<file path="src/include/uart_echo_cfg.svh">
// timing and size constants for the UART echo unit
// bit time, quiet gap before an echo, buffer depth

`ifndef UART_ECHO_CFG_SVH
`define UART_ECHO_CFG_SVH

// sys_clk cycles per serial bit
`define UART_CLKS_PER_BIT 16

// quiet cycles after the last byte before the echo starts
// must exceed one frame (10 bits)
`define ECHO_GAP_CLKS 400

// buffer size in bytes, two of them reserved for the markers
`define ECHO_BUF_DEPTH 64

`endif

</file>
<file path="src/hdl/uart_echo_pkg.sv">
// shared types for the UART echo unit
// data byte type and controller state enum

package uart_echo_pkg;

	// one serial data byte
	typedef logic [7:0] byte_t;

	// echo controller states
	typedef enum logic [2:0] {
		idle,
		collect,
		send,
		mark,
		finish
	} echo_state_t;

endpackage

</file>
<file path="src/hdl/string_echo_ctrl.sv">
// echo controller
// byte buffer with payload limit, quiet-gap timer,
// FSM that sends the buffer plus "&&" one byte per tx_done

`include "uart_echo_cfg.svh"

module string_echo_ctrl (
	input  logic                 sys_clk,
	input  logic                 sys_rst_n,
	input  uart_echo_pkg::byte_t rx_data,
	input  logic                 rx_vld,
	input  logic                 tx_done,
	output uart_echo_pkg::byte_t tx_data,
	output logic                 tx_req,
	output logic                 echo_busy
);
	import uart_echo_pkg::*;

	localparam int DEPTH       = `ECHO_BUF_DEPTH;
	localparam int MAX_PAYLOAD = DEPTH - 2;
	localparam int ADDR_W      = $clog2(DEPTH);
	localparam int PTR_W       = ADDR_W + 1;
	localparam int GAP_W       = $clog2(`ECHO_GAP_CLKS);
	localparam byte_t MARKER   = 8'h26;

	echo_state_t       state;
	byte_t             buf_mem [DEPTH];
	logic [PTR_W-1:0]  wr_cnt;
	logic [PTR_W-1:0]  rd_cnt;
	logic [ADDR_W-1:0] wr_addr;
	logic [ADDR_W-1:0] rd_addr;
	logic [GAP_W-1:0]  gap_cnt;
	logic              store;
	logic              gap_done;
	logic              last_done;
	logic              load;

	assign wr_addr = wr_cnt[ADDR_W-1:0];
	assign rd_addr = rd_cnt[ADDR_W-1:0];

	// bytes past the payload limit are dropped
	assign store = rx_vld && (state == idle || state == collect)
	             && (wr_cnt < PTR_W'(MAX_PAYLOAD));

	// a byte in the final gap cycle still restarts the timer
	assign gap_done = (state == collect) && !rx_vld
	                && (gap_cnt == GAP_W'(`ECHO_GAP_CLKS - 1));

	// rd_cnt has passed every stored byte, markers included
	assign last_done = (state == send) && tx_done && (rd_cnt == wr_cnt);

	// fetch next byte for the transmitter
	assign load = gap_done || ((state == send) && tx_done && !last_done);

	always_ff @(posedge sys_clk or negedge sys_rst_n) begin
		if (!sys_rst_n) begin
			state <= idle;
		end else begin
			case (state)
				idle:    if (rx_vld) state <= collect;
				collect: if (gap_done) state <= send;
				send:    if (last_done) state <= mark;
				mark:    state <= finish;
				finish:  state <= idle;
				default: state <= idle;
			endcase
		end
	end

	// quiet gap timer, runs only while collecting
	always_ff @(posedge sys_clk or negedge sys_rst_n) begin
		if (!sys_rst_n)
			gap_cnt <= '0;
		else if (state != collect || rx_vld)
			gap_cnt <= '0;
		else
			gap_cnt <= gap_cnt + 1'b1;
	end

	always_ff @(posedge sys_clk or negedge sys_rst_n) begin
		if (!sys_rst_n) begin
			wr_cnt <= '0;
			rd_cnt <= '0;
			tx_req <= 1'b0;
		end else begin
			tx_req <= load;
			if (store)
				wr_cnt <= wr_cnt + 1'b1;
			else if (gap_done)
				wr_cnt <= wr_cnt + PTR_W'(2);
			else if (state == finish)
				wr_cnt <= '0;

			if (load)
				rd_cnt <= rd_cnt + 1'b1;
			else if (state == finish)
				rd_cnt <= '0;
		end
	end

	// buffer writes, markers go right after the payload
	always_ff @(posedge sys_clk) begin
		if (store)
			buf_mem[wr_addr] <= rx_data;
		if (gap_done) begin
			buf_mem[wr_addr]        <= MARKER;
			buf_mem[wr_addr + 1'b1] <= MARKER;
		end
	end

	always_ff @(posedge sys_clk) begin
		if (load)
			tx_data <= buf_mem[rd_addr];
	end

	// high from the first tx_req through finish
	assign echo_busy = (state == send) || (state == mark) || (state == finish);

endmodule

</file>
<file path="src/hdl/uart_echo_top.sv">
// UART string echo unit, top level
// receiver -> echo controller -> transmitter

module uart_echo_top (
	input  logic sys_clk,
	input  logic sys_rst_n,
	input  logic uart_rx_port,
	output logic uart_tx_port,
	output logic echo_busy
);
	import uart_echo_pkg::*;

	byte_t rx_data;
	logic  rx_vld;
	byte_t tx_data;
	logic  tx_req;
	logic  tx_done;

	// serial in
	uart_rx i_uart_rx (
		.sys_clk   (sys_clk),
		.sys_rst_n (sys_rst_n),
		.rx        (uart_rx_port),
		.rx_data   (rx_data),
		.rx_vld    (rx_vld)
	);

	string_echo_ctrl i_string_echo_ctrl (
		.sys_clk   (sys_clk),
		.sys_rst_n (sys_rst_n),
		.rx_data   (rx_data),
		.rx_vld    (rx_vld),
		.tx_done   (tx_done),
		.tx_data   (tx_data),
		.tx_req    (tx_req),
		.echo_busy (echo_busy)
	);

	// serial out, idles high
	uart_tx i_uart_tx (
		.sys_clk   (sys_clk),
		.sys_rst_n (sys_rst_n),
		.tx_data   (tx_data),
		.tx_req    (tx_req),
		.tx        (uart_tx_port),
		.tx_done   (tx_done)
	);

endmodule

</file>
<file path="src/hdl/uart_rx.sv">
// UART receiver, 8N1, LSB first
// two-flop line synchronizer, start bit check at half bit,
// data sampling at bit centers, one-cycle rx_vld on a good stop bit

`include "uart_echo_cfg.svh"

module uart_rx (
	input  logic                 sys_clk,
	input  logic                 sys_rst_n,
	input  logic                 rx,
	output uart_echo_pkg::byte_t rx_data,
	output logic                 rx_vld
);
	import uart_echo_pkg::*;

	localparam int CLKS  = `UART_CLKS_PER_BIT;
	localparam int HALF  = CLKS / 2;
	localparam int CNT_W = $clog2(CLKS);

	logic             rx_meta;
	logic             rx_sync;
	logic             rx_prev;
	logic             busy;
	logic [CNT_W-1:0] clk_cnt;
	logic [3:0]       bit_cnt;
	logic             bit_tick;
	byte_t            shift_reg;

	// line synchronizer plus one more stage for edge detect
	always_ff @(posedge sys_clk or negedge sys_rst_n) begin
		if (!sys_rst_n) begin
			rx_meta <= 1'b1;
			rx_sync <= 1'b1;
			rx_prev <= 1'b1;
		end else begin
			rx_meta <= rx;
			rx_sync <= rx_meta;
			rx_prev <= rx_sync;
		end
	end

	// start bit is checked at half a bit, later bits one full bit apart
	assign bit_tick = (bit_cnt == 4'd0) ? (clk_cnt == CNT_W'(HALF - 1))
	                                    : (clk_cnt == CNT_W'(CLKS - 1));

	always_ff @(posedge sys_clk or negedge sys_rst_n) begin
		if (!sys_rst_n) begin
			busy    <= 1'b0;
			clk_cnt <= '0;
			bit_cnt <= 4'd0;
			rx_vld  <= 1'b0;
		end else begin
			rx_vld <= 1'b0;
			if (!busy) begin
				// falling edge on an idle line
				if (rx_prev && !rx_sync) begin
					busy    <= 1'b1;
					clk_cnt <= '0;
					bit_cnt <= 4'd0;
				end
			end else if (bit_tick) begin
				clk_cnt <= '0;
				if (bit_cnt == 4'd0 && rx_sync) begin
					// glitch, not a real start bit
					busy <= 1'b0;
				end else if (bit_cnt == 4'd9) begin
					busy   <= 1'b0;
					// framing error gives no pulse
					rx_vld <= rx_sync;
				end else begin
					bit_cnt <= bit_cnt + 4'd1;
				end
			end else begin
				clk_cnt <= clk_cnt + 1'b1;
			end
		end
	end

	// data bits shift in from the top, LSB arrives first
	always_ff @(posedge sys_clk) begin
		if (busy && bit_tick && bit_cnt >= 4'd1 && bit_cnt <= 4'd8)
			shift_reg <= {rx_sync, shift_reg[7:1]};
	end

	assign rx_data = shift_reg;

endmodule

</file>
<file path="src/hdl/uart_tx.sv">
// UART transmitter, 8N1, LSB first
// latches a byte on tx_req, sends start, data and stop bits,
// pulses tx_done in the last cycle of the stop bit

`include "uart_echo_cfg.svh"

module uart_tx (
	input  logic                 sys_clk,
	input  logic                 sys_rst_n,
	input  uart_echo_pkg::byte_t tx_data,
	input  logic                 tx_req,
	output logic                 tx,
	output logic                 tx_done
);
	import uart_echo_pkg::*;

	localparam int CLKS  = `UART_CLKS_PER_BIT;
	localparam int CNT_W = $clog2(CLKS);

	logic             busy;
	logic [CNT_W-1:0] clk_cnt;
	logic [3:0]       bit_cnt;
	logic             bit_end;
	// data bits followed by the stop bit
	logic [8:0]       shift_reg;

	assign bit_end = busy && (clk_cnt == CNT_W'(CLKS - 1));

	always_ff @(posedge sys_clk or negedge sys_rst_n) begin
		if (!sys_rst_n) begin
			busy    <= 1'b0;
			clk_cnt <= '0;
			bit_cnt <= 4'd0;
			tx      <= 1'b1;
		end else begin
			if (!busy) begin
				if (tx_req) begin
					// start bit goes out from the next cycle
					busy    <= 1'b1;
					clk_cnt <= '0;
					bit_cnt <= 4'd0;
					tx      <= 1'b0;
				end
			end else if (bit_end) begin
				clk_cnt <= '0;
				if (bit_cnt == 4'd9) begin
					busy <= 1'b0;
					tx   <= 1'b1;
				end else begin
					bit_cnt <= bit_cnt + 4'd1;
					tx      <= shift_reg[0];
				end
			end else begin
				clk_cnt <= clk_cnt + 1'b1;
			end
		end
	end

	always_ff @(posedge sys_clk) begin
		if (!busy && tx_req)
			shift_reg <= {1'b1, tx_data};
		else if (bit_end)
			shift_reg <= {1'b1, shift_reg[8:1]};
	end

	// last cycle of the stop bit
	assign tx_done = bit_end && (bit_cnt == 4'd9);

endmodule

</file>
<file path="config.mk">
export PLATFORM = sky130hd
export DESIGN_NAME = uart_echo_top
export DESIGN_NICKNAME = d
export VERILOG_FILES = /design/src/hdl/uart_echo_pkg.sv /design/src/hdl/string_echo_ctrl.sv /design/src/hdl/uart_echo_top.sv /design/src/hdl/uart_rx.sv /design/src/hdl/uart_tx.sv
export VERILOG_INCLUDE_DIRS = /design/src /design/src/include
export SDC_FILE = /design/constraint.sdc
export NUM_CORES = 1
export LEC_CHECK = 0
export BUFFER_PORTS_ARGS = -buffer_cell sky130_fd_sc_hd__buf_2
export CAP_MARGIN = 20
export CORE_UTILIZATION = 60
export CTS_BUF_LIST = sky130_fd_sc_hd__clkbuf_2 sky130_fd_sc_hd__clkbuf_4 sky130_fd_sc_hd__clkbuf_8
export CTS_CLUSTER_SIZE = 14
export DETAILED_ROUTE_END_ITERATION = 8
export PLACE_DENSITY = 0.74
export SLEW_MARGIN = 0
export SYNTH_ARGS = -nofsm -noshare
export SYNTH_HDL_FRONTEND = slang
export SYNTH_SLANG_ARGS = --single-unit
</file>
<file path="constraint.sdc">
create_clock -name sys_clk -period 7.1 [get_ports sys_clk]
set_clock_uncertainty 0.05 [all_clocks]
set_input_delay 2.13 -clock sys_clk [delete_from_list [all_inputs] [get_ports sys_clk]]
set_output_delay 2.13 -clock sys_clk [all_outputs]
set_load 0.02 [all_outputs]
</file>
======== After elaboration in Yosys (flattened, before gate mapping) ========
Memory sizes are Yosys's and may differ from the RTL's. A register that Yosys moved wholly into a read port is not among the register bits.
Index checks and enable logic that the tools add are counted.
word-level totals
  register bits ........................... 66
  bits in writable memories ............... 512
  bits of input ports ..................... 3
  output and inout bits ................... 2
  logic and storage cells ................. 134
  memories ................................ 1
operators by class
  $add $sub $neg .......................... 9
  order comparisons ....................... 3
  equal/unequal tests ..................... 20
  muxes and demuxes ....................... 47
  bitwise logic cells ..................... 1
  reduce and logical (&&, ||, !) cells .... 35
memories
  memory                      words  bits a word  read ports  clocked after memory_dff  write ports  RTL line                text
  i_string_echo_ctrl.buf_mem  64     8            1           1                         2            string_echo_ctrl.sv:27  byte_t buf_mem [DEPTH];
operator list
  operator               number
  $mux W4                13
  $mux W7                4
  $mux W8                3
  $mux W1                22
  $add A4 B1 Y4 const B  4
  $eq A4 B4 Y1 const B   4
  $logic_and A1 B1 Y1    15
  $add A7 B1 Y7 const B  2
  $ne A2 B2 Y1 const B   6
  $pmux W3 S4            1
  $add A9 B1 Y9 const B  1
  $eq A9 B9 Y1 const B   1
  $mux W3                3
  $mux W9                1
  $reduce_bool A2 Y1     4
  $add A7 B2 Y7 const B  1
  $eq A7 B7 Y1           1
  $lt A7 B6 Y1 const B   1
  $add A6 B1 Y6 const B  1
  $eq A3 B2 Y1 const B   2
  $reduce_and A3 Y1      2
  $logic_or A1 B1 Y1     5
  $eq A4 B3 Y1 const B   1
  $ge A4 B1 Y1 const B   1
  12 further kinds       16

======== Logic depth before layout (Yosys ltp) ========
  depth in word-level cells ............... 9
  depth in mapped cells ................... 10
  depth with buffers taken out ............ 8

======== Modules after synthesis ========
From an unflattened synthesis, not the netlist that was laid out.
second synthesis, totals
  cell total of the unflattened synthesis .. 2856
  area, all modules ....................... 26680.6 um^2
modules (own cells, without submodules)
  module            times used  cells an instance  area each (um^2)  sequential area each (um^2)
  string_echo_ctrl  1           2696               24851.3           11165.7
  uart_rx           1           75                 954.7             569.3
  uart_tx           1           85                 874.6             491.7

======== Worst setup path before layout ========
Ideal clock, no wire load.
  kind .................................... reg2out
  start ................................... register i_string_echo_ctrl.state[1]
  end ..................................... output port echo_busy
  arrival time ............................ 954 ps
  data required time ...................... 4920 ps
  slack ................................... 3966 ps
  cell stages (with the launch flop) ...... 5
  buffers on the path ..................... 1
  path through ............................ dfrtp_1 -> buf_2 -> nor2_1 -> nand2_1 -> nand2b_1
on the way
  longest elaborated chain between the ends .. 3
  elaborated cells on any way between the ends .. 5
  classes of those cells .................. eq/ne: 3; reduce/logical: 2
RTL lines
  what                      RTL line                 text
  start: declaration        string_echo_ctrl.sv:26   echo_state_t state;
  start signal: assignment  string_echo_ctrl.sv:57   state <= idle;
  start signal: assignment  string_echo_ctrl.sv:60   idle: if (rx_vld) state <= collect;
  start signal: assignment  string_echo_ctrl.sv:61   collect: if (gap_done) state <= send;
  $eq A3 B2 Y1              string_echo_ctrl.sv:117  assign echo_busy = (state == send) || (state == mark) || (state == finish);
  $logic_or A1 B1 Y1        string_echo_ctrl.sv:117
  $logic_or A1 B1 Y1 (*)    string_echo_ctrl.sv:117
  end: declaration          uart_echo_top.sv:9       output logic echo_busy
Every way passes the cells marked *; elsewhere a longest branch is shown, timed or not.

======== Worst setup path in the final report ========
Same ends and word-level chain as after synthesis.

==> results.cfg <==
[synth]
synth_top_family_by_area = multiplexers
synth_ff_type = dfxtp_1
synth_warnings = 0
synth_area_leaders = dfxtp_1 38%, mux2i_1 13%, mux4_2 12%
synth_top_area_share_pct = 38.29
synth_xor_area_share_pct = 0.8180
ys_seq_area_share_pct = 45.68
synthMuxAreaShare_pct = 24.29
ys_types = 76
synth_compound_area_share_pct = 10.32
ys_ff_latch = 586
synth_edf_count = 24
syn_nets = 2608
synth_cells = 2590
async_reset_ff_share_pct = 8.532
synth-adder-area-share_pct = 0.7012
yosysTopAreaCell = dfxtp_1
syn_avg_cell_area_um2 = 10.33
syn_area_mm2 = 0.02677
yosys.area_share.simple_pct = 14.37

[final_layout]
largest_reg_flops = 512
antenna_cells = 0
layout.cells.non_filler = 3225
final_cell_mix = 512 x dfxtp_1, 378 x nor2_1, 338 x mux2i_1, 320 x nand2_1, 239 x o211ai_1
top_register = i_string_echo_ctrl.buf_mem
n_fill_cell = 3416
stdcell_area_mm2 = 0.02938
nNetsFinal = 2573
top_regs = i_string_echo_ctrl.buf_mem x512, i_string_echo_ctrl.gap_cnt x9
final_common_cell = dfxtp_1
layout-drive-gt1-share_pct = 17.66
syn_to_final_growth_pct = 9.746

[critical_path]
cp.required_ps = 4920
rr_worst_depth = 6
slowest_delay_ps = 470
path_cells = nor2_1 -> nand2_1 -> nand2b_1 -> buf_2
critPathArrivalTime_ps = 1970
worstReg2RegStart = i_string_echo_ctrl.rd_cnt[0]$_DFFE_PN0P_
worstPathMaxFanout = 9
worstSetupPathType = flip-flop to primary output
crit_path_start_kind = flip-flop
worstReg2RegEnd = i_string_echo_ctrl.tx_data[7]$_DFFE_PP_
worst_path_max_delay_cell = dfrtp_1
end_kind = primary output
r2r_slack_ps = 3160

[route]
vias_per_cell = 6.402
routed_wl_um = 75960
antenna_left = 0
drtPass1Iterations = 6
drt-initial-drc-count = 2309
vias = 20650
wl_per_cell_um = 23.55
route.detailed.drc = 0

[power_and_ir_drop]
power_switching_w = 0.001529
peakVddDrop_mv = 0.1316
power_density_mw_per_mm2 = 229.3
power.leakage_nw = 13.18
combPwrFrac_pct = 2.4
p_clk_share_pct = 47.8
p_sw_share_pct = 22.70
internal_power_w = 0.005207
p_seq_share_pct = 49.9

[clock_tree]
clock_latency_ps = 720
cts_sinks = 586
cts_max_path_buffers = 3
hold_buffers = 0
numCtsBuffers = 96
root_buffer = clkbuf_8
postCtsSetupBuffers = 0
tritoncts = yes
path_clk_slew_ps = 60
cts_max_level = 3
cts.repair.resized = 0

[run_status]
run_status = finished clean

[placement]
post-dp-hpwl_um = 48980
port_buffers = 4
place_ws_ps = 3223
dpl.cell_count = 3018
gp_congestion = 0.9316
dpl_cell_area_mm2 = 0.02700

[min_path]
hold_depth = 0
hp-start = i_uart_rx.rx_meta$_DFF_PN1_
holdCritPathClass = flip-flop to flip-flop
hold_end = i_uart_rx.rx_sync$_DFF_PN1_

[global_route]
track_usage_pct = 33.94
grt_max_degree = 82
first_global_vias = 20010
antenna_found_initial = 2
overflow = 0
grt_pass1_wl_um = 116200

[timing]
fin_crit_ps = 4145
slew_headroom_pct = 20.52
setup_viol = 0
tns_ps = 0
tightest_slew_ps = 1187
rsz0062_at_grt = false
timing.fmax_mhz = 241.2
worst_hold_slack_ps = 278.5
setup_ws_ps = 2955
slew_violations = 0
final-hold-violation-count = 0
min_period_over_period_pct = 58.38

[flow_run]
drv_cap = 0

[die]
die_y_um = 213.2
die-area_mm2 = 0.04546
initial_utilization_pct = 60.66
die_x_um = 213.2
rows = 77
core-area_mm2 = 0.04412
io_pins = 5
-- area by class of cell --
class	instances	area, um2	share of cell area, %
sequential	586	12240	41.65
tap	592	740.7	2.522
timing repair buffer	79	605.6	2.062
clock inverter	16	125.1	0.4259
inverter	24	90.09	0.3067
clock buffer	160	2008	6.836
multi-input combinational	1768	13570	46.20
-- worst max path at each step --
stage | startpoint | to | cells past startpoint
final | i_string_echo_ctrl.state[1]$_DFFE_PN0P_ | echo_busy | 4
after global routing | i_string_echo_ctrl.state[1]$_DFFE_PN0P_ | echo_busy | 4
after CTS | i_string_echo_ctrl.state[1]$_DFFE_PN0P_ | echo_busy | 4
after detailed placement | i_string_echo_ctrl.rd_cnt[0]$_DFFE_PN0P_ | i_string_echo_ctrl.tx_data[7]$_DFFE_PP_ | 6
after global placement | i_string_echo_ctrl.rd_cnt[0]$_DFFE_PN0P_ | i_string_echo_ctrl.tx_data[7]$_DFFE_PP_ | 6
after floorplan | i_string_echo_ctrl.state[1]$_DFFE_PN0P_ | echo_busy | 4
-- synth_stat cells, types with 28 or more instances --
master,count
mux2i_1,338
nand2_1,320
dfrtp_1,46
clkbuf_1,112
nand3_1,29
mux4_2,138
nor2_1,381
nor2_2,28
dfxtp_1,512
buf_2,82
o211ai_1,239
o21ai_0,37
-- routing by layer --
metal	GRT usage, %	part of all wire [%]	vias to the layer above
met5	0	0.017	-
met4	18.20	5.1	2
met3	7.751	10	263
met2	52.71	45	1067
met1	44.08	40	10050
li1	-	-	9268
-- kinds of logic after synthesis --
logic type	count (synthesis)
buffers and inverters	236
adders and majority gates	15
and+or+nand+nor	876
AOI/OAI and AO/OA	375
DFF	586
muxes	477
xor gates and xnor gates	25
-- power groups by stage --
stage | Combinational (W) | Clock, W | Sequential [W]
after CTS | 0.000159 | 0.00325 | 0.00336
after detailed placement | 0.000158 | 0 | 0.00343
final | 0.000158 | 0.00322 | 0.00336
after global placement | 0.000150 | 0 | 0.00343
after floorplan | 0.000117 | 0 | 0.00342
after global routing | 0.000177 | 0.00340 | 0.00336
-- worst max-delay path, delay by kind of cell, from the launching register on --
kind          cells  cell delay, ps
buf+inv           1             180
flops             1             470
simple gates      3             600
-- metrics by stage --
stage,utilization (%),total power [W]
floorplan,-,0.003537
global placement,61.04,0.003579
detailed placement,61.20,0.003588
CTS,66.03,0.006763
global route,66.57,0.006938
finish,66.57,0.006736
Note: power is estimated with default switching activity, not from simulation.
